<file path="config.mk">
export PLATFORM = sky130hd
export DESIGN_NAME = issue_select
export DESIGN_NICKNAME = d
export VERILOG_FILES = /design/src/common/issue_pkg.sv /design/src/source/psel_gen.sv /design/src/issue/issue_select.sv
export VERILOG_INCLUDE_DIRS = /design/src /design/src/common
export SDC_FILE = /design/constraint.sdc
export NUM_CORES = 2
export LEC_CHECK = 0
export BUFFER_PORTS_ARGS = -buffer_cell sky130_fd_sc_hd__buf_4
export CORE_AREA = 3 3 402 404
export DETAILED_ROUTE_END_ITERATION = 6
export DIE_AREA = 0 0 405 407
export PLACE_DENSITY = 0.33
export SYNTH_ARGS = -nofsm -noshare
export SYNTH_HDL_FRONTEND = slang
export SYNTH_HIERARCHICAL = 1
export SYNTH_SLANG_ARGS = --single-unit
</file>
<file path="constraint.sdc">
create_clock -name clock -period 11.05 [get_ports clock]
set_input_delay 2.21 -clock clock [delete_from_list [all_inputs] [get_ports clock]]
set_output_delay 2.21 -clock clock [all_outputs]
set_load 0.005 [all_outputs]
</file>
<file path="src/common/issue_macros.svh">
`ifndef ISSUE_MACROS_SVH
`define ISSUE_MACROS_SVH

// Physical register file
`define PHYS_REG_SZ   64
`define PHYS_IDX_BITS 6
`define XLEN          32

// Registers 0..ARCH_INIT-1 come out of reset complete, holding their own index
`define ARCH_INIT     32

// Reservation station
`define RS_SZ         8
`define RS_IDX_BITS   3

// Functional units and result bus
`define NUM_FU_ALU    2
`define NUM_FU_MULT   1
`define CDB_SZ        2
`define MULT_CYCLES   4

// Two source reads per functional unit
`define NUM_READ_PORTS (2 * `NUM_FU_ALU + 2 * `NUM_FU_MULT)

`endif

</file>
<file path="src/common/issue_pkg.sv">
`include "issue_macros.svh"

package issue_pkg;

    typedef logic [`PHYS_IDX_BITS-1:0] phys_tag_t;
    typedef logic [`XLEN-1:0]          data_t;

    typedef enum logic {
        FU_ALU  = 1'b0,
        FU_MULT = 1'b1
    } fu_type_t;

    typedef enum logic [2:0] {
        ALU_ADD = 3'd0,
        ALU_SUB = 3'd1,
        ALU_AND = 3'd2,
        ALU_OR  = 3'd3,
        ALU_XOR = 3'd4,
        ALU_SLL = 3'd5
    } alu_func_t;

    // Operand B word, a register tag or an immediate
    // opb_select high means the imm view is the live one
    typedef union packed {
        struct packed {
            logic [`XLEN-`PHYS_IDX_BITS-1:0] pad;
            phys_tag_t                       tag;
        } reg_view;
        data_t imm;
    } opb_field_t;

    typedef struct packed {
        logic       valid;
        fu_type_t   fu_type;
        alu_func_t  alu_func;
        logic       opb_select;
        phys_tag_t  src1;
        logic       src1_ready;
        opb_field_t opb;
        logic       src2_ready;
        phys_tag_t  dest;
    } rs_entry_t;

    typedef struct packed {
        logic      valid;
        alu_func_t alu_func;
        phys_tag_t dest;
        data_t     opa;
        data_t     opb;
    } fu_packet_t;

endpackage

</file>
<file path="src/source/psel_gen.sv">
`timescale 1ns/100ps

// Lowest-index-first selector, one grant per row
module psel_gen #(
    parameter int WIDTH = 8,
    parameter int REQS  = 2
) (
    input  logic [WIDTH-1:0]           req,
    output logic [REQS-1:0][WIDTH-1:0] gnt_bus,
    output logic [WIDTH-1:0]           gnt
);

    always_comb begin
        logic [WIDTH-1:0] remaining;
        remaining = req;
        for (int r = 0; r < REQS; r++) begin
            // Isolate the lowest request still waiting
            gnt_bus[r] = remaining & (~remaining + 1'b1);
            remaining  = remaining & ~gnt_bus[r];
        end
        // Whatever got taken off the request vector was granted
        gnt = req & ~remaining;
    end

endmodule

</file>
<file path="src/issue/issue_select.sv">
`timescale 1ns/100ps
`include "issue_macros.svh"

module issue_select (
    input  logic                                      clock,
    input  logic                                      reset,
    input  issue_pkg::rs_entry_t  [`RS_SZ-1:0]          rs_entries,
    input  logic                  [`RS_SZ-1:0]          rs_ready,
    output logic                  [`RS_SZ-1:0]          rs_issuing,
    input  logic                  [`PHYS_REG_SZ-1:0]    complete_list,
    output issue_pkg::phys_tag_t  [`NUM_READ_PORTS-1:0] read_tags,
    input  issue_pkg::data_t      [`NUM_READ_PORTS-1:0] read_data,
    input  logic                  [`CDB_SZ-1:0]         cdb_valid,
    input  issue_pkg::phys_tag_t  [`CDB_SZ-1:0]         cdb_tag,
    input  issue_pkg::data_t      [`CDB_SZ-1:0]         cdb_value,
    input  logic                                      mult_free,
    input  logic                                      mult_cdb_req,
    output issue_pkg::fu_packet_t [`NUM_FU_ALU-1:0]     alu_packets,
    output issue_pkg::fu_packet_t                     mult_packet
);
    import issue_pkg::*;

    localparam int MULT_PORT = 2 * `NUM_FU_ALU;

    logic [`RS_SZ-1:0]                   alu_req;
    logic [`RS_SZ-1:0]                   mult_req;
    logic [`NUM_FU_ALU-1:0][`RS_SZ-1:0]  alu_gnt_bus;
    logic [`RS_SZ-1:0]                   mult_gnt;
    logic [`CDB_SZ-1:0]                  slot_free;
    logic [`NUM_FU_ALU-1:0][`CDB_SZ-1:0] slot_gnt_bus;
    rs_entry_t [`NUM_FU_ALU-1:0]         alu_pick;
    rs_entry_t                           mult_pick;
    fu_packet_t [`NUM_FU_ALU-1:0]        next_alu;
    fu_packet_t                          next_mult;

    function automatic logic [`RS_IDX_BITS-1:0] encode(logic [`RS_SZ-1:0] onehot);
        logic [`RS_IDX_BITS-1:0] idx;
        idx = '0;
        for (int i = 0; i < `RS_SZ; i++) begin
            if (onehot[i]) begin
                idx = i[`RS_IDX_BITS-1:0];
            end
        end
        return idx;
    endfunction

    // Register file if complete, otherwise the CDB lane carrying the tag
    function automatic data_t operand(phys_tag_t tag, data_t rf_value);
        data_t value;
        value = rf_value;
        if (!complete_list[tag]) begin
            for (int l = 0; l < `CDB_SZ; l++) begin
                if (cdb_valid[l] && cdb_tag[l] == tag) begin
                    value = cdb_value[l];
                end
            end
        end
        return value;
    endfunction

    function automatic fu_packet_t build(rs_entry_t e, logic go, data_t rd_a, data_t rd_b);
        fu_packet_t p;
        p.valid    = go;
        p.alu_func = e.alu_func;
        p.dest     = e.dest;
        p.opa      = operand(e.src1, rd_a);
        p.opb      = e.opb_select ? e.opb.imm : operand(e.opb.reg_view.tag, rd_b);
        return p;
    endfunction

    always_comb begin
        for (int i = 0; i < `RS_SZ; i++) begin
            alu_req[i]  = rs_ready[i] && rs_entries[i].fu_type == FU_ALU;
            mult_req[i] = rs_ready[i] && rs_entries[i].fu_type == FU_MULT && mult_free;
        end
    end

    // Lane 0 is held back when the multiplier finishes two edges out
    assign slot_free = ~{{(`CDB_SZ-1){1'b0}}, mult_cdb_req};

    psel_gen #(.WIDTH(`RS_SZ), .REQS(`NUM_FU_ALU)) alu_psel (
        .req(alu_req), .gnt_bus(alu_gnt_bus), .gnt()
    );

    psel_gen #(.WIDTH(`RS_SZ), .REQS(`NUM_FU_MULT)) mult_psel (
        .req(mult_req), .gnt_bus(), .gnt(mult_gnt)
    );

    psel_gen #(.WIDTH(`CDB_SZ), .REQS(`NUM_FU_ALU)) slot_psel (
        .req(slot_free), .gnt_bus(slot_gnt_bus), .gnt()
    );

    always_comb begin
        rs_issuing               = mult_gnt;
        mult_pick                = rs_entries[encode(mult_gnt)];
        read_tags[MULT_PORT]     = mult_pick.src1;
        read_tags[MULT_PORT + 1] = mult_pick.opb.reg_view.tag;
        next_mult = build(mult_pick, |mult_gnt, read_data[MULT_PORT], read_data[MULT_PORT + 1]);
        for (int a = 0; a < `NUM_FU_ALU; a++) begin
            alu_pick[a]          = rs_entries[encode(alu_gnt_bus[a])];
            read_tags[2 * a]     = alu_pick[a].src1;
            read_tags[2 * a + 1] = alu_pick[a].opb.reg_view.tag;
            // An ALU grant only counts if a CDB slot backs it
            next_alu[a] = build(alu_pick[a], |alu_gnt_bus[a] && |slot_gnt_bus[a],
                                read_data[2 * a], read_data[2 * a + 1]);
            if (next_alu[a].valid) begin
                rs_issuing |= alu_gnt_bus[a];
            end
        end
    end

    always_ff @(posedge clock) begin
        if (reset) begin
            for (int a = 0; a < `NUM_FU_ALU; a++) begin
                alu_packets[a].valid <= 1'b0;
            end
            mult_packet.valid <= 1'b0;
        end else begin
            alu_packets <= next_alu;
            mult_packet <= next_mult;
        end
    end

endmodule

</file>
==> flow_summary_export.csv <==
group,metric,value,unit
sta,max-slew-margin-rel,0.116,
cells_and_area,nNetsFinal,5376,
global_routing,antenna_found_initial,81,
clock_network,htreeDepth,2,
logic_synthesis,synthesis.instances,3876,
sta,worst_slew_pin_slew,1.33,ns
clock_network,postCtsHoldBufs,0,
sta,fmax,109,MHz
logic_synthesis,synth_area,28000,sq um
die,num_rows,146,
die,core,158000,sq um
sta,grt_setup_unrepaired,"no",
logic_synthesis,avgSynthCellArea,7.23,sq um
global_routing,grtUsageTotal,0.250,
setup_path,setup.worst_path.end_class,"primary output",
detailed_routing,antenna_left,0,
detailed_routing,drt-vias-per-instance,5.16,
setup_path,startpoint,"rs_entries[50]",
cells_and_area,area_growth,36.9,%
setup_path,critPathRequiredTime,8.84,ns
sta,hold_slack,1.78,ns
detailed_routing,drt_iter0_markers,3414,
global_routing,first_global_vias,33600,
die,die_h,407,um
pwr,leakagePower,0.0161,uW
placement,io_buffers,1003,
sta,slew_violations,0,
detailed_routing,dr.pass1.iters,6,
setup_path,crit_chain,"buf_4 -> nor2b_1 -> o211ai_1 -> a21boi_1 -> o21ai_1 -> inv_1 -> a21oi_2 -> nand2_4 -> mux4_2 -> mux2i_2 -> buf_4 -> inv_1 -> buf_4",
setup_path,startpoint_type,"primary input",
setup_path,worstPathArrival,6.93,ns
clock_network,tritoncts,"built",
detailed_routing,wirelength,218000,um
cells_and_area,drive_above_1_share,0.285,
global_routing,grt_first_pass_wirelength,292000,um
setup_path,critPathMaxFanout,24,
setup_path,crit_type,"primary input to primary output",
logic_synthesis,synth_warnings,6,
clock_network,cts-resized-gates,0,
placement,dp_slack,1.77,ns
die,dieArea,165000,sq um
sta,finalHoldViolCount,0,
global_routing,grt_overflow_total,0,
detailed_routing,remaining_drc_errors,0,
clock_network,cts_buffer_depth,3,
clock_network,postCtsSetupBuffers,0,
clock_network,cts_buffers,35,
sta,final.setup.tns,0,ns
detailed_routing,avgRoutedWirePerCell,32.2,um
sta,fin_crit_sh,0.827,
pwr,powerDensity,149,nW/um^2
placement,hpwl,166000,um
clock_network,path_clk_slew,0.09,ns
global_routing,grt_max_degree,160,
die,ioPinCount,1028,
pwr,peakVddDrop,0.104,mV
die,chipWidth,405,um
worst_hold_path,hold_path.class,"primary input to flip-flop",
placement,gp_congestion,0.890,
worst_hold_path,hold_path_startpoint,"reset",
setup_path,max_stage_delay,0.86,ns
sta,setup_viol,0,
job,maxCapViolCount,0,
setup_path,slowest_stage,"nor2b_1",
detailed_routing,vias,34900,
die,start_util,0.177,
sta,setup_ws,1.91,ns
clock_network,clockRootBuffer,"clkbuf_16",
setup_path,crit_top_cell,"buf_4",
cells_and_area,nFillCells,17700,
clock_network,cts.sinks,222,
status,status,"complete, no violations",
sta,fin_crit,9.14,ns
## where the power goes
group	internal (uW)	leakage, uW	switching (uW)	total (uW)
sequential	1120	0.00217	55.9	1170
clock	635	0.000525	503	1140
combinational	1190	0.0134	2210	3410
## area by class of cell
type	instances	area [sq um]	share of cell area
Antenna cell	57	143	0.00371
Multi-Input combinational cell	3207	19500	0.507
Clock buffer	44	910	0.0237
Clock inverter	17	160	0.00417
Timing Repair Buffer	1103	8310	0.216
Inverter	45	189	0.00492
Sequential cell	222	6640	0.173
Tap cell	2072	2590	0.0675
## layer usage
layer | vias to the layer above | routed length, um | GRT usage
met1 | 17400 | 92500 | 0.323
met3 | 208 | 18100 | 0.0634
met2 | 1608 | 102000 | 0.409
li1 | 15700 | - | -
met5 | - | 219 | 0
met4 | 30 | 5510 | 0.0752
## cell usage in the layout, fill, tap and decap left out, drive strengths merged, types with 13 or more instances in the layout
cell type and instances:
edfxtp 219, a2bb2oi 31, o221a 49, nor3 43, nand4 28, nand2 1062, diode 57, o2bb2ai 35
nor4 19, clkinv 13, a22o 74, xnor2 52, clkbuf 44, a211oi 18, nand3 654, o22a 43
nor2b 25, o21ai 103, a31oi 37, and3 33, a21o 31, nor2 128, a311oi 14, xor2 23
mux2i 227, a21oi 75, a22oi 55, nand3b 17, a211o 17, mux2 39, inv 47, o211ai 50
o22ai 48, mux4 13, buf 1103
## stage by stage
stage          total power, uW  instances  instance area, sq um   util
6_report                  5720       6767                 38400  0.243
3_3_place_gp              4590       6649                 37200  0.235
4_1_cts                   5770       6710                 38300  0.242
5_1_grt                   6010       6740                 38300  0.242
2_1_floorplan             2980       3877                 28000      -
3_5_place_dp              4600       6649                 37200  0.235
## flip-flops by register name (all words and copies together), names as in the netlist
register     flops
alu_packets    148
mult_packet     74
## worst paths after layout
kind / endpoint / slack, ns / cells past startpoint
max: read_tags[17] / 1.91 / 13
min: mult_packet[73] / 1.78 / 2
## worst max-delay path: cells and delay by family
kind	cells	cell delay, ns
buf+inv	5	0.94
compound gates	4	1.72
simple gates	2	1.28
mux	2	0.74
Power figures use the tool's default switching activity.
