File: src/common/issue_macros.svh
`ifndef ISSUE_MACROS_SVH
`define ISSUE_MACROS_SVH

// Physical register file
`define PHYS_REG_SZ   64
`define PHYS_IDX_BITS 6
`define XLEN          32

// Registers 0..ARCH_INIT-1 come out of reset complete, holding their own index
`define ARCH_INIT     32

// Reservation station
`define RS_SZ         8
`define RS_IDX_BITS   3

// Functional units and result bus
`define NUM_FU_ALU    2
`define NUM_FU_MULT   1
`define CDB_SZ        2
`define MULT_CYCLES   4

// Two source reads per functional unit
`define NUM_READ_PORTS (2 * `NUM_FU_ALU + 2 * `NUM_FU_MULT)

`endif

File: src/common/issue_pkg.sv
`include "issue_macros.svh"

package issue_pkg;

    typedef logic [`PHYS_IDX_BITS-1:0] phys_tag_t;
    typedef logic [`XLEN-1:0]          data_t;

    typedef enum logic {
        FU_ALU  = 1'b0,
        FU_MULT = 1'b1
    } fu_type_t;

    typedef enum logic [2:0] {
        ALU_ADD = 3'd0,
        ALU_SUB = 3'd1,
        ALU_AND = 3'd2,
        ALU_OR  = 3'd3,
        ALU_XOR = 3'd4,
        ALU_SLL = 3'd5
    } alu_func_t;

    // Operand B word, a register tag or an immediate
    // opb_select high means the imm view is the live one
    typedef union packed {
        struct packed {
            logic [`XLEN-`PHYS_IDX_BITS-1:0] pad;
            phys_tag_t                       tag;
        } reg_view;
        data_t imm;
    } opb_field_t;

    typedef struct packed {
        logic       valid;
        fu_type_t   fu_type;
        alu_func_t  alu_func;
        logic       opb_select;
        phys_tag_t  src1;
        logic       src1_ready;
        opb_field_t opb;
        logic       src2_ready;
        phys_tag_t  dest;
    } rs_entry_t;

    typedef struct packed {
        logic      valid;
        alu_func_t alu_func;
        phys_tag_t dest;
        data_t     opa;
        data_t     opb;
    } fu_packet_t;

endpackage

File: src/execute/execute_units.sv
`timescale 1ns/100ps
`include "issue_macros.svh"

module execute_units (
    input  logic                                    clock,
    input  logic                                    reset,
    input  issue_pkg::fu_packet_t [`NUM_FU_ALU-1:0] alu_packets,
    input  issue_pkg::fu_packet_t                   mult_packet,
    output logic                                    mult_free,
    output logic                                    mult_cdb_req,
    output logic                  [`CDB_SZ-1:0]     cdb_valid,
    output issue_pkg::phys_tag_t  [`CDB_SZ-1:0]     cdb_tag,
    output issue_pkg::data_t      [`CDB_SZ-1:0]     cdb_value
);
    import issue_pkg::*;

    localparam int CNT_BITS   = $clog2(`MULT_CYCLES);
    localparam int SHAMT_BITS = $clog2(`XLEN);

    logic [CNT_BITS-1:0]          mult_count;
    data_t                        mult_a;
    data_t                        mult_b;
    phys_tag_t                    mult_dest;
    logic [`CDB_SZ-1:0]           next_valid;
    phys_tag_t [`CDB_SZ-1:0]      next_tag;
    data_t [`CDB_SZ-1:0]          next_value;

    function automatic data_t alu_result(alu_func_t func, data_t a, data_t b);
        case (func)
            ALU_ADD: return a + b;
            ALU_SUB: return a - b;
            ALU_AND: return a & b;
            ALU_OR:  return a | b;
            ALU_XOR: return a ^ b;
            ALU_SLL: return a << b[SHAMT_BITS-1:0];
            default: return '0;
        endcase
    endfunction

    // Busy from the packet cycle until the result edge
    assign mult_free    = !mult_packet.valid && mult_count == '0;
    // second to last count, lane 0 is spoken for at the next issue edge
    assign mult_cdb_req = mult_count == CNT_BITS'(`MULT_CYCLES - 2);

    always_ff @(posedge clock) begin
        if (reset) begin
            mult_count <= '0;
        end else if (mult_packet.valid) begin
            mult_count <= CNT_BITS'(`MULT_CYCLES - 1);
        end else if (mult_count != '0) begin
            mult_count <= mult_count - 1'b1;
        end
    end

    // Operands held for the whole count
    always_ff @(posedge clock) begin
        if (mult_packet.valid) begin
            mult_a    <= mult_packet.opa;
            mult_b    <= mult_packet.opb;
            mult_dest <= mult_packet.dest;
        end
    end

    always_comb begin
        int lane;
        lane       = 0;
        next_valid = '0;
        next_tag   = '0;
        next_value = '0;
        if (mult_count == CNT_BITS'(1)) begin
            next_valid[0] = 1'b1;
            next_tag[0]   = mult_dest;
            next_value[0] = mult_a * mult_b;
            lane          = 1;
        end
        // ALUs take the lowest lanes left
        for (int a = 0; a < `NUM_FU_ALU; a++) begin
            if (alu_packets[a].valid && lane < `CDB_SZ) begin
                next_valid[lane] = 1'b1;
                next_tag[lane]   = alu_packets[a].dest;
                next_value[lane] = alu_result(alu_packets[a].alu_func,
                                              alu_packets[a].opa, alu_packets[a].opb);
                lane++;
            end
        end
    end

    always_ff @(posedge clock) begin
        if (reset) begin
            cdb_valid <= '0;
        end else begin
            cdb_valid <= next_valid;
        end
        cdb_tag   <= next_tag;
        cdb_value <= next_value;
    end

endmodule

File: config.mk
export PLATFORM = sky130hd
export DESIGN_NAME = execute_units
export DESIGN_NICKNAME = d
export VERILOG_FILES = /design/src/common/issue_pkg.sv /design/src/execute/execute_units.sv
export VERILOG_INCLUDE_DIRS = /design/src /design/src/common
export SDC_FILE = /design/constraint.sdc
export NUM_CORES = 2
export LEC_CHECK = 0
export ABC_AREA = 1
export BUFFER_PORTS_ARGS = -buffer_cell sky130_fd_sc_hd__buf_2
export CAP_MARGIN = 10
export CORE_MARGIN = 2
export CORE_UTILIZATION = 57
export CTS_BUF_LIST = sky130_fd_sc_hd__clkbuf_16
export DETAILED_ROUTE_END_ITERATION = 7
export PLACE_DENSITY = 0.9
export SYNTH_ARGS = -nofsm -noshare
export SYNTH_HDL_FRONTEND = slang
export SYNTH_SLANG_ARGS = --single-unit
File: constraint.sdc
create_clock -name clock -period 6.7 [get_ports clock]
set_input_delay 0.67 -clock clock [delete_from_list [all_inputs] [get_ports clock]]
set_output_delay 0.67 -clock clock [all_outputs]
set_load 0.1 [all_outputs]
==> results.json, run 1 <==
{
  "die_w_um": 246,
  "synth_edf_count": 70,
  "grt-ovfl-total": 52,
  "grt_pass1_vias": 40200,
  "cts_root_buffer": "clkbuf_16",
  "numCtsBuffers": 17,
  "synth.top_cell.area_share_pct": 24.5,
  "detailed_place.area_um2": 37000,
  "synth_compound_area_share_pct": 12.4,
  "error_line": "[ERROR GRT-0116] Global routing finished with congestion. Check the congestion regions in the DRC Viewer.",
  "ys_types": 61,
  "synth.cells.most_frequent": "1,295 x nand2_1, 1,080 x inv_1, 410 x fa_1, 323 x ha_1, 299 x o21ai_0",
  "start_util_pct": 57.8,
  "synth_top_family_by_area": "adder cells",
  "synth_nets": 5806,
  "clockBufferDepth": 2,
  "ys_top_cells_by_area": "fa_1 25%, nand2_1 15%, inv_1 12%, ha_1 12%, edfxtp_1 6.3%",
  "cts.sinks": 150,
  "htreeDepth": 4,
  "row_count": 88,
  "failed_stage": "5_1_grt",
  "synthCells": 4849,
  "die_h_um": 246,
  "hpwl_mm": 119,
  "synthSimpleGateAreaFrac_pct": 22.8,
  "synth_top_area_cell": "fa_1",
  "io_pins": 304,
  "outcome": "stopped before the end",
  "io_buffers": 300,
  "gp_congestion": 1.05,
  "synthAdderAreaFrac_pct": 36.6,
  "synth_warnings": 0,
  "syn_area_um2": 33500,
  "synth_xor_area_share_pct": 1.86,
  "ys_seq_elements": 150,
  "synthFlopType": "dfxtp_1",
  "synth.avg_cell_area_um2": 6.90,
  "grt_usage_pct": 60.1,
  "async_reset_ff_share_pct": 0,
  "grt_max_degree": 63,
  "ys_seq_area_share_pct": 11.1,
  "grt_pass1_wl_mm": 265,
  "synthMuxAreaShare_pct": 0.568,
  "yosysMostFrequentCell": "nand2_1"
}
routing by layer:
layer / global-route usage [%] / GRT overflow
met1: 69.4 / 1
met2: 77.3 / 31
met3: 38.7 / 2
met4: 43.8 / 18
met5: 18.2 / 0
per-stage QoR:
stage | instances | worst slack (ns) | TNS (ns) | utilization [%]
4_1_cts | 5996 | -0.154 | -0.838 | 65.8
3_5_place_dp | 5932 | -0.298 | -2.01 | 63.9
3_3_place_gp | 5932 | -0.137 | -0.576 | 63.9
2_1_floorplan | 4849 | 0.139 | 0 | -
what timing repair did:
item / in CTS
pin swaps: 17
setup endpoints to repair: 16
setup buffers: 32
gates resized for setup: 66
hold buffers: 0
cell families after synthesis:
group           count (synthesis)
flops                         150
mux                            19
xor+xnor                       71
compound gates                712
buf+inv                      1291
fa+ha+maj                     733
simple gates                 1873
==> run 2, diff against run 1 <==
CORE_UTILIZATION = 40   (was 57)
CTS_BUF_LIST = default   (was sky130_fd_sc_hd__clkbuf_16)
PLACE_DENSITY = default   (was 0.9)
PLACE_DENSITY_LB_ADDON = 0.15   (was default)
clock period = 8.7 ns   (was 6.7 ns; I/O delays follow)
==> run 2 against run 1 <==
Compared with the run above: the run now ends clean; area after synthesis stayed put; synthesized cell count stayed put.
==> results.json, run 2 <==
{
  "via_count": 31800,
  "async_reset_ff_share_pct": 0,
  "drt-initial-drc-count": 2651,
  "cts_root_buffer": "clkbuf_16",
  "avgRoutedWirePerCell_um": 19.8,
  "ys_types": 61,
  "die_h_um": 293,
  "numCtsBuffers": 17,
  "io_buffers": 300,
  "synth_warnings": 0,
  "drv_slew": 0,
  "postRouteAntennaNets": 0,
  "io_pins": 304,
  "multi_input_area_um2": 24900,
  "end_kind": "register",
  "timing.final.crit_share_pct": 89.5,
  "fin_worst_skew_ns": 0.0268,
  "hold_viol": 0,
  "reg2regPathDepth": 24,
  "worst_pin_slew_ns": 1.13,
  "setup_violations": 0,
  "grt-ovfl-total": 0,
  "row_count": 106,
  "synth_edf_count": 70,
  "hp-class": "in -> reg",
  "grt_usage_pct": 28.2,
  "worst-path-max-fanout": 20,
  "cts_setup_buffers": 0,
  "gp_congestion": 0.992,
  "largest_reg_flops": 64,
  "post_cts_resized": 0,
  "antenna_found_initial": 3,
  "ys_seq_elements": 150,
  "layout.nets": 5978,
  "ys_seq_area_share_pct": 11.1,
  "arrival_ns": 8.17,
  "most-common-layout-cells": "1,294 x nand2_1, 1,080 x inv_1, 410 x fa_1",
  "postCtsHoldBufs": 0,
  "min_path_cells": 1,
  "fmaxAchievable_ghz": 0.128,
  "grt_max_degree": 68,
  "drc_errors": 0,
  "regArea_um2": 3700,
  "dr.pass1.iters": 7,
  "synth_nets": 5806,
  "regMostFlops": "cdb_value",
  "area_delta_synth_final_pct": 9.21,
  "drt_wl_total_mm": 121,
  "cap_violations": 0,
  "rrSetupSlack_ns": 0.92,
  "cts.sinks": 150,
  "avgViaCountPerCell": 5.19,
  "grt_pass1_wl_mm": 185,
  "clkSlewWorstSetupHoldPaths_ns": 0.09,
  "path_class": "reg -> reg",
  "clock_latency_ns": 0.51,
  "die_area_um2": 86000,
  "setup_slack_ns": 0.916,
  "cp.required_ns": 9.08,
  "final_common_cell": "nand2_1",
  "synth.cells.most_frequent": "1,295 x nand2_1, 1,080 x inv_1, 410 x fa_1, 323 x ha_1, 299 x o21ai_0",
  "clockBufferDepth": 2,
  "fill_cells": 8873,
  "synthFlopType": "dfxtp_1",
  "synth_top_area_cell": "fa_1",
  "yosysMostFrequentCell": "nand2_1",
  "cts_tree": "done",
  "hpwl_mm": 100,
  "synth.top_cell.area_share_pct": 24.5,
  "die_w_um": 293,
  "setup_tns_ns": 0,
  "rsz0062_at_grt": "no",
  "outcome": "finished, final reports clean",
  "layout_min_cycle_time_ns": 7.78,
  "place_ws_ns": 1.11,
  "htreeDepth": 4,
  "start_util_pct": 40.2,
  "max_slew_margin_pct": 24.4,
  "grt_pass1_vias": 31000,
  "drive_gt1_share_pct": 8.88,
  "crit_path_start_kind": "register",
  "synth.avg_cell_area_um2": 6.90,
  "ys_top_cells_by_area": "fa_1 25%, nand2_1 15%, inv_1 12%, ha_1 12%, edfxtp_1 6.3%",
  "syn_area_um2": 33500,
  "synthCells": 4849,
  "reg_top3": "cdb_value x64, mult_a x32, mult_b x32",
  "core_um2": 83300
}
==> run 2: worst paths after layout <==
check / startpoint / to
max: mult_a[13]$_DFFE_PP_ / cdb_value[25]$_DFF_P_
min: mult_packet[47] / mult_a[15]$_DFFE_PP_
max reg2reg: mult_a[13]$_DFFE_PP_ / cdb_value[25]$_DFF_P_
min reg2reg: mult_dest[5]$_DFFE_PP_ / cdb_tag[5]$_DFF_P_
==> run 2: kinds of logic (layout without fill, tap and decap cells) <==
| group | Yosys count | in the layout | share of synthesized area [%] |
|---|---|---|---|
| flip-flops | 150 | 150 | 11.1 |
| AO/OA/AOI/OAI | 712 | 712 | 12.4 |
| AND/OR/NAND/NOR | 1873 | 1873 | 22.8 |
| buffers and inverters | 1291 | 1476 | 14.7 |
| XOR/XNOR | 71 | 71 | 1.86 |
| multiplexers | 19 | 19 | 0.568 |
| other | 0 | 2 | 0 |
| adder cells (fa/ha/maj) | 733 | 733 | 36.6 |
==> run 2: worst max-delay path, cell delays in order, from the launching register on <==
cell,delay (ns)
edfxtp_1,1.08
nand2_1,0.12
inv_1,0.13
fa_1,0.41
fa_1,0.52
fa_1,0.54
inv_1,0.05
fa_1,0.47
inv_1,0.05
fa_1,0.50
inv_1,0.06
fa_1,0.53
inv_1,0.05
fa_1,0.50
fa_1,0.48
ha_1,0.40
a21oi_1,0.20
o21ai_0,0.12
a21oi_1,0.25
nand3_1,0.22
a21o_1,0.23
o21ai_0,0.43
nand2_1,0.11
a21oi_1,0.14
nor2_1,0.05
==> run 2: per-layer routing <==
layer  share of wire, %  vias to the layer above  global-route usage (%)
met4                2.7                        2                    8.46
met2                 47                     1042                    46.7
met3                6.1                      150                    3.63
met5              0.011                        -                       0
li1                   -                    15300                       -
met1                 44                    15200                    38.6
==> run 2: metrics by stage <==
stage	hold slack [ns]	utilization (%)	instances	area [um^2]
global placement	0.574	43.2	6082	36000
detailed placement	0.590	43.2	6082	36000
finish	0.529	43.9	6116	36600
CTS	0.492	43.9	6114	36600
global route	0.516	43.9	6114	36600
floorplan	0.562	-	4849	33500
==> run 2: final cells by class <==
cell class / count / share of cell area [%]
Antenna cell: 2 / 0.0137
Clock buffer: 18 / 1.23
Clock inverter: 14 / 0.407
Inverter: 1091 / 11.2
Multi-Input combinational cell: 3408 / 68.1
Sequential cell: 150 / 10.1
Tap cell: 1080 / 3.70
Timing Repair Buffer: 353 / 5.20
Power of run 2 is not shown: default switching activity piles up to over one toggle a cycle in this logic, so the estimate is an artifact.
