`src/common/issue_macros.svh`:
```
`ifndef ISSUE_MACROS_SVH
`define ISSUE_MACROS_SVH

// Physical register file
`define PHYS_REG_SZ   64
`define PHYS_IDX_BITS 6
`define XLEN          32

// Registers 0..ARCH_INIT-1 come out of reset complete, holding their own index
`define ARCH_INIT     32

// Reservation station
`define RS_SZ         8
`define RS_IDX_BITS   3

// Functional units and result bus
`define NUM_FU_ALU    2
`define NUM_FU_MULT   1
`define CDB_SZ        2
`define MULT_CYCLES   4

// Two source reads per functional unit
`define NUM_READ_PORTS (2 * `NUM_FU_ALU + 2 * `NUM_FU_MULT)

`endif

```
`src/common/issue_pkg.sv`:
```
`include "issue_macros.svh"

package issue_pkg;

    typedef logic [`PHYS_IDX_BITS-1:0] phys_tag_t;
    typedef logic [`XLEN-1:0]          data_t;

    typedef enum logic {
        FU_ALU  = 1'b0,
        FU_MULT = 1'b1
    } fu_type_t;

    typedef enum logic [2:0] {
        ALU_ADD = 3'd0,
        ALU_SUB = 3'd1,
        ALU_AND = 3'd2,
        ALU_OR  = 3'd3,
        ALU_XOR = 3'd4,
        ALU_SLL = 3'd5
    } alu_func_t;

    // Operand B word, a register tag or an immediate
    // opb_select high means the imm view is the live one
    typedef union packed {
        struct packed {
            logic [`XLEN-`PHYS_IDX_BITS-1:0] pad;
            phys_tag_t                       tag;
        } reg_view;
        data_t imm;
    } opb_field_t;

    typedef struct packed {
        logic       valid;
        fu_type_t   fu_type;
        alu_func_t  alu_func;
        logic       opb_select;
        phys_tag_t  src1;
        logic       src1_ready;
        opb_field_t opb;
        logic       src2_ready;
        phys_tag_t  dest;
    } rs_entry_t;

    typedef struct packed {
        logic      valid;
        alu_func_t alu_func;
        phys_tag_t dest;
        data_t     opa;
        data_t     opb;
    } fu_packet_t;

endpackage

```
`src/source/psel_gen.sv`:
```
`timescale 1ns/100ps

// Lowest-index-first selector, one grant per row
module psel_gen #(
    parameter int WIDTH = 8,
    parameter int REQS  = 2
) (
    input  logic [WIDTH-1:0]           req,
    output logic [REQS-1:0][WIDTH-1:0] gnt_bus,
    output logic [WIDTH-1:0]           gnt
);

    always_comb begin
        logic [WIDTH-1:0] remaining;
        remaining = req;
        for (int r = 0; r < REQS; r++) begin
            // Isolate the lowest request still waiting
            gnt_bus[r] = remaining & (~remaining + 1'b1);
            remaining  = remaining & ~gnt_bus[r];
        end
        // Whatever got taken off the request vector was granted
        gnt = req & ~remaining;
    end

endmodule

```
`src/issue/reservation_station.sv`:
```
`timescale 1ns/100ps
`include "issue_macros.svh"

module reservation_station (
    input  logic                                 clock,
    input  logic                                 reset,
    input  logic                                 dispatch_valid,
    input  issue_pkg::fu_type_t                  dispatch_fu_type,
    input  issue_pkg::alu_func_t                 dispatch_alu_func,
    input  issue_pkg::phys_tag_t                 dispatch_src1,
    input  logic                                 dispatch_opb_select,
    input  issue_pkg::opb_field_t                dispatch_opb,
    input  issue_pkg::phys_tag_t                 dispatch_dest,
    input  logic                 [`PHYS_REG_SZ-1:0] complete_list,
    input  logic                 [`CDB_SZ-1:0]   cdb_valid,
    input  issue_pkg::phys_tag_t [`CDB_SZ-1:0]   cdb_tag,
    input  logic                 [`RS_SZ-1:0]    rs_issuing,
    output issue_pkg::rs_entry_t [`RS_SZ-1:0]    rs_entries,
    output logic                 [`RS_SZ-1:0]    rs_ready,
    output logic                                 rs_full
);
    import issue_pkg::*;

    logic [`RS_SZ-1:0] free_slots;
    logic [`RS_SZ-1:0] dispatch_slot;
    rs_entry_t         new_entry;

    function automatic logic cdb_hit(phys_tag_t tag);
        logic hit;
        hit = 1'b0;
        for (int l = 0; l < `CDB_SZ; l++) begin
            hit |= cdb_valid[l] && (cdb_tag[l] == tag);
        end
        return hit;
    endfunction

    // Ready also counts a tag broadcast this very cycle
    always_comb begin
        for (int i = 0; i < `RS_SZ; i++) begin
            free_slots[i] = !rs_entries[i].valid;
            rs_ready[i]   = rs_entries[i].valid
                && (rs_entries[i].src1_ready || cdb_hit(rs_entries[i].src1))
                && (rs_entries[i].src2_ready || cdb_hit(rs_entries[i].opb.reg_view.tag));
        end
    end

    assign rs_full = ~|free_slots;

    psel_gen #(
        .WIDTH(`RS_SZ),
        .REQS (1)
    ) free_psel (
        .req    (free_slots),
        .gnt_bus(),
        .gnt    (dispatch_slot)
    );

    always_comb begin
        new_entry.valid      = 1'b1;
        new_entry.fu_type    = dispatch_fu_type;
        new_entry.alu_func   = dispatch_alu_func;
        new_entry.opb_select = dispatch_opb_select;
        new_entry.src1       = dispatch_src1;
        new_entry.src1_ready = complete_list[dispatch_src1] || cdb_hit(dispatch_src1);
        new_entry.opb        = dispatch_opb;
        // immediates need no wakeup
        new_entry.src2_ready = dispatch_opb_select
            || complete_list[dispatch_opb.reg_view.tag]
            || cdb_hit(dispatch_opb.reg_view.tag);
        new_entry.dest       = dispatch_dest;
    end

    always_ff @(posedge clock) begin
        if (reset) begin
            for (int i = 0; i < `RS_SZ; i++) begin
                rs_entries[i].valid <= 1'b0;
            end
        end else begin
            for (int i = 0; i < `RS_SZ; i++) begin
                if (cdb_hit(rs_entries[i].src1)) begin
                    rs_entries[i].src1_ready <= 1'b1;
                end
                if (cdb_hit(rs_entries[i].opb.reg_view.tag)) begin
                    rs_entries[i].src2_ready <= 1'b1;
                end
                if (rs_issuing[i]) begin
                    rs_entries[i].valid <= 1'b0;
                end
                // Only a free slot is chosen, so this never collides with an issue
                if (dispatch_valid && dispatch_slot[i]) begin
                    rs_entries[i] <= new_entry;
                end
            end
        end
    end

endmodule

```
`config.mk`:
```
export PLATFORM = sky130hd
export DESIGN_NAME = reservation_station
export DESIGN_NICKNAME = d
export VERILOG_FILES = /design/src/common/issue_pkg.sv /design/src/source/psel_gen.sv /design/src/issue/reservation_station.sv
export VERILOG_INCLUDE_DIRS = /design/src /design/src/common
export SDC_FILE = /design/constraint.sdc
export NUM_CORES = 1
export LEC_CHECK = 0
export BUFFER_PORTS_ARGS = -buffer_cell sky130_fd_sc_hd__buf_2
export CORE_AREA = 2 2 221 223
export DETAILED_ROUTE_END_ITERATION = 7
export DIE_AREA = 0 0 223 225
export SLEW_MARGIN = 10
export SYNTH_ARGS = -nofsm -noshare
export SYNTH_HDL_FRONTEND = slang
export SYNTH_HIERARCHICAL = 1
export SYNTH_SLANG_ARGS = --single-unit
```
`constraint.sdc`:
```
create_clock -name clock -period 5.5 [get_ports clock]
set_input_delay 1.1 -clock clock [delete_from_list [all_inputs] [get_ports clock]]
set_output_delay 1.1 -clock clock [all_outputs]
set_load 0.1 [all_outputs]
```
==> impl_metrics.yaml, run 1 <==
status:
  outcome: "finished, final reports clean"
worst_setup_path:
  timing.rr.end: "rs_entries[314]$_DFFE_PP_"
  ff2ff_setup_slack_ps: 2420
  arrival_ps: 3360
  critPathCapture: "rs_ready[2]"
  crit_type: "in2out"
  cp-start-kind: "input port"
  rr_worst_depth: 6
  cp-end-kind: "primary output"
  r2r-start: "rs_entries[103]$_SDFFE_PP0P_"
  critical_path_required_ps: 4400
  cp-startpoint: "cdb_tag[1]"
  crit_fanout: 18
cts:
  clockRootBuffer: "clkbuf_16"
  postCtsHoldBufs: 0
  cts_buffers: 44
  cts_resized: 0
  clkLatencyLatePin_ps: 580
  h-tree-depth: 2
  post_cts_buffers: 0
  cts.path.max_buffers: 3
  cts_sinks: 416
  cts_tree: "yes"
  clk_pin_slew_worst_paths_ps: 60
floorplan:
  start_util_pct: 35.4
  num_io_pins: 563
  rows: 80
  fp.dieArea_mm2: 0.0502
  die_h_um: 225
  fp.dieW_um: 223
  coreArea_mm2: 0.0475
detailed_routing:
  drc: 0
  drt-pass1-iter-count: 5
  final_antenna_net_count: 0
  viasPerCell: 5.16
  drt-initial-drc-count: 1071
  route.detailed.wl_per_inst_um: 27.2
  via_count: 11300
  finalWirelength_um: 59600
cells_and_area:
  layout_commonest_cell: "buf_2"
  multi_input_comb_area_mm2: 0.00415
  largest_reg_flops: 416
  syn_to_final_growth_pct: 29.6
  nFillCells: 4175
  nets: 1676
  final_cell_mix: "buf_2 (562), edfxtp_1 (408), xor2_1 (110)"
  utilization_pct: 45.8
  drive_gt1_share_pct: 43.3
  top_regs: "rs_entries x416"
  top_register: "rs_entries"
  seq_area_mm2: 0.0124
  stdcell_count: 2188
timing:
  min_period_over_period_pct: 81.1
  tightest_slew_ps: 1120
  setup_tns_ps: 0
  fmax_ghz: 0.224
  finalClockSkew_ps: 18.8
  final-setup-viol-count: 0
  rsz0062_at_grt: "no"
  relSlewSlack_pct: 25.2
  hold_viol: 0
  slew_violations: 0
  post-route-min-period_ps: 4460
global_routing:
  first_global_vias: 11600
  antenna_found_initial: 1
  grt_max_degree: 50
  grt_pass1_wl_um: 83900
  track_usage_pct: 23.2
  overflow: 0
placement:
  gp_congestion: 0.895
  portBuffers: 562
  placed_cells: 2107
  dp.final_hpwl_um: 42700
job:
  drv_cap: 0
logic_synthesis:
  netlist_instances: 968
  syn_area_per_cell_um2: 17.4
  synth_area_mm2: 0.0168
  synth-warning-count: 6
  synthesis.nets: 1106
min_path:
  hp-class: "reg2reg"
power:
  vdd_drop_max_mv: 0.310
  leakagePower_uw: 0.00811
  p_per_area_mw_per_mm2: 332
## cell type report
| type | instances | share of cell area (%) |
|---|---|---|
| timing repair buffer | 573 | 13.3 |
| antenna | 1 | 0.0115 |
| multi-input combinational | 494 | 19.0 |
| clock buffer | 47 | 5.10 |
| sequential | 416 | 56.9 |
| tap | 615 | 3.53 |
| clock inverter | 33 | 1.92 |
| inverter | 9 | 0.155 |
## power by group
| part | leakage (uW) | internal [uW] | switching (uW) | total, uW |
|---|---|---|---|---|
| clock network | 0.000739 | 1820 | 1300 | 3120 |
| registers | 0.00378 | 3510 | 14.6 | 3520 |
| logic | 0.00359 | 161 | 434 | 594 |
| total | 0.00811 | 5490 | 1740 | 7230 |
## metal layers
layer	global-route usage (%)	routed length (um)	part of all wire (%)
met4	6.75	1600	2.7
met1	28.6	23400	39
met5	0	0	0
met2	38.8	29100	49
met3	7.68	5550	9.3
## stage by stage
stage | hold WS, ps | worst slack, ps | instance area (um2) | power [uW]
after floorplan | 931 | 128 | 16800 | 4000
after global placement | 489 | 1090 | 20300 | 4180
after detailed placement | 503 | 1070 | 20300 | 4190
after CTS | 514 | 1030 | 21800 | 7300
after global routing | 546 | 937 | 21800 | 7430
final | 515 | 1040 | 21800 | 7230
## worst min-delay path by stage
stage | from | end | cells past startpoint
global placement | rs_entries[363]$_SDFFE_PP0P_ | rs_entries[363]$_SDFFE_PP0P_ | 2
CTS | rs_entries[207]$_SDFFE_PP0P_ | rs_entries[207]$_SDFFE_PP0P_ | 2
finish | rs_entries[311]$_SDFFE_PP0P_ | rs_entries[311]$_SDFFE_PP0P_ | 2
floorplan | rs_entries[51]$_SDFFE_PP0P_ | rs_entries[51]$_SDFFE_PP0P_ | 2
global route | rs_entries[155]$_SDFFE_PP0P_ | rs_entries[155]$_SDFFE_PP0P_ | 2
detailed placement | rs_entries[207]$_SDFFE_PP0P_ | rs_entries[207]$_SDFFE_PP0P_ | 2
## worst max-delay path: stages
cell and delay, ps:
buf_2 500, xnor2_1 190, nand4_1 140, nor4_1 490, nor3_1 120, nor3_1 310, buf_2 490
(Power assumes the default switching activity.)
==> run 2: changes to the inputs <==
--- a/config.mk
+++ b/config.mk
@@ -7,9 +7,9 @@
 export NUM_CORES = 1
 export LEC_CHECK = 0
 export BUFFER_PORTS_ARGS = -buffer_cell sky130_fd_sc_hd__buf_2
-export CORE_AREA = 2 2 221 223
+export CORE_AREA = 2 2 219 221
 export DETAILED_ROUTE_END_ITERATION = 7
-export DIE_AREA = 0 0 223 225
+export DIE_AREA = 0 0 221 223
 export SLEW_MARGIN = 10
 export SYNTH_ARGS = -nofsm -noshare
 export SYNTH_HDL_FRONTEND = slang
==> constraint.sdc (replaced) <==
create_clock -name clock -period 4.09 [get_ports clock]
set_input_delay 0.818 -clock clock [delete_from_list [all_inputs] [get_ports clock]]
set_output_delay 0.818 -clock clock [all_outputs]
set_load 0.1 [all_outputs]
==> run 2 against run 1 <==
Sequential share of layout area decreased by 0.70 points; critical path type unchanged; critical endpoint unchanged; global-route usage rose by 0.56 points; non-clock buffer count is 21 higher; clock skew rose by 5.2 ps; largest power group unchanged; first-iteration DRC count is 10% higher.
==> impl_metrics.yaml, run 2 (same netlist as run 1, synthesis figures left out) <==
timing:
  hold_ws_ps: 490
  post-route-min-period_ps: 3730
  finalClockSkew_ps: 24.0
  relSlewSlack_pct: 39.7
  slew_violations: 0
  min_period_over_period_pct: 91.1
  rsz0062_at_grt: "no"
  fmax_ghz: 0.268
  tightest_slew_ps: 903
  worst_slack_ps: 365
  final-setup-viol-count: 0
  hold_viol: 0
detailed_routing:
  route.detailed.wl_per_inst_um: 27.2
  drt-pass1-iter-count: 5
  finalWirelength_um: 60100
  via_count: 11500
  viasPerCell: 5.19
  drt-initial-drc-count: 1183
  final_antenna_net_count: 0
  drc: 0
cells_and_area:
  utilization_pct: 46.8
  largest_reg_flops: 416
  syn_to_final_growth_pct: 31.2
  top_regs: "rs_entries x416"
  stdcell_count: 2210
  final_cell_mix: "buf_2 (562), edfxtp_1 (408), xor2_1 (110)"
  top_register: "rs_entries"
  layout_commonest_cell: "buf_2"
  nets: 1699
  n_antenna_cell: 0
  drive_gt1_share_pct: 44.3
power:
  leakagePower_uw: 0.00821
  vdd_drop_max_mv: 0.365
  p_per_area_mw_per_mm2: 434
cts:
  clockRootBuffer: "clkbuf_16"
  cts_buffers: 46
  clkLatencyLatePin_ps: 590
  post_cts_buffers: 0
  cts_tree: "yes"
  h-tree-depth: 2
  cts.path.max_buffers: 3
  postCtsHoldBufs: 0
  clk_pin_slew_worst_paths_ps: 60
  cts_sinks: 416
  cts_resized: 0
placement:
  place_ws_ps: 390
  placed_cells: 2128
  portBuffers: 562
  dp.final_hpwl_um: 43400
  gp_congestion: 0.879
worst_setup_path:
  crit_buf_inv: 2
  critPathMaxStageDelay_ps: 520
  crit_family: "simple AND/OR/NAND/NOR gates"
  ff2ff_setup_slack_ps: 1250
  cp-start-kind: "input port"
  r2r-start: "rs_entries[103]$_SDFFE_PP0P_"
  arrival_ps: 2910
  crit_cells: 7
  crit_top_cell: "buf_2"
  cp-startpoint: "cdb_tag[8]"
  critical_path_required_ps: 3270
  cp-end-kind: "primary output"
  critPathCapture: "rs_ready[2]"
  rr_worst_depth: 6
  cp_slowest_cell: "nor4_1"
  crit_type: "in2out"
  crit_fanout: 15
  timing.rr.end: "rs_entries[377]$_DFFE_PP_"
  critical_path.cell_chain: "buf_2 -> xnor2_1 -> nand4_1 -> nor4_1 -> nor3_1 -> nor3_2 -> buf_2"
floorplan:
  die_h_um: 223
  num_io_pins: 563
  start_util_pct: 35.7
  fp.dieArea_mm2: 0.0493
  rows: 80
  fp.dieW_um: 221
  coreArea_mm2: 0.0471
global_routing:
  grt_pass1_wl_um: 85100
  first_global_vias: 11800
  overflow: 0
  antenna_found_initial: 1
  track_usage_pct: 23.7
  grt_max_degree: 50
status:
  outcome: "finished, final reports clean"
min_path:
  hp-class: "in2reg"
  holdPathStages: 3
job:
  drv_cap: 0
-- run 2: changes by cell type in the layout (fill, tap and decap cells not counted), sizes merged --
| cell | previous run | this run |
|---|---|---|
| clkinv | 21 | 15 |
| bufinv | 7 | 2 |
| inv | 11 | 12 |
| clkbuf | 47 | 57 |
| diode | 1 | 0 |
| buf | 573 | 594 |
| clkinvlp | 3 | 5 |
-- run 2: metrics by stage --
step	setup TNS [ps]	total power (uW)	cell area [um2]
floorplan	-523	5380	16900
global placement	0	5650	20600
detailed placement	0	5660	20600
CTS	0	9650	22100
global route	0	9830	22100
finish	0	9570	22100
-- run 2: area by class of cell --
cell class	instances	area, um2
fill	4144	25100
sequential	416	12400
multi-input combinational	494	4190
timing repair buffer	594	3200
clock buffer	57	1190
tap	615	769
clock inverter	25	267
inverter	9	33.8
-- run 2: routing by layer --
metal	wire length, um	track usage, %
met5	8	0
met4	1670	7.84
met3	5310	6.35
met2	29000	38.8
met1	24200	30.7
-- run 2: worst min path at each step --
stage                                 start                      endpoint  slack [ps]
2_1_floorplan                         reset  rs_entries[259]$_SDFFE_PP0P_         890
3_3_place_gp   rs_entries[415]$_SDFFE_PP0P_  rs_entries[415]$_SDFFE_PP0P_         490
3_5_place_dp   rs_entries[415]$_SDFFE_PP0P_  rs_entries[415]$_SDFFE_PP0P_         500
4_1_cts                    dispatch_opb[29]     rs_entries[140]$_DFFE_PP_         460
5_1_grt                    dispatch_opb[29]     rs_entries[296]$_DFFE_PP_         480
6_report                      rs_issuing[7]  rs_entries[415]$_SDFFE_PP0P_         490
-- run 2: power by group --
part	total [uW]	internal [uW]	switching, uW	leakage (uW)
sequential	4740	4720	19.5	0.00378
clock	4000	2240	1770	0.000693
combinational	830	236	594	0.00374
-- run 2: tightest hold or removal path: cells and delay by family --
family	cells	cell delay [ps]
AOI/OAI and AO/OA	1	60
and+or+nand+nor	1	90
buffers and inverters	1	70
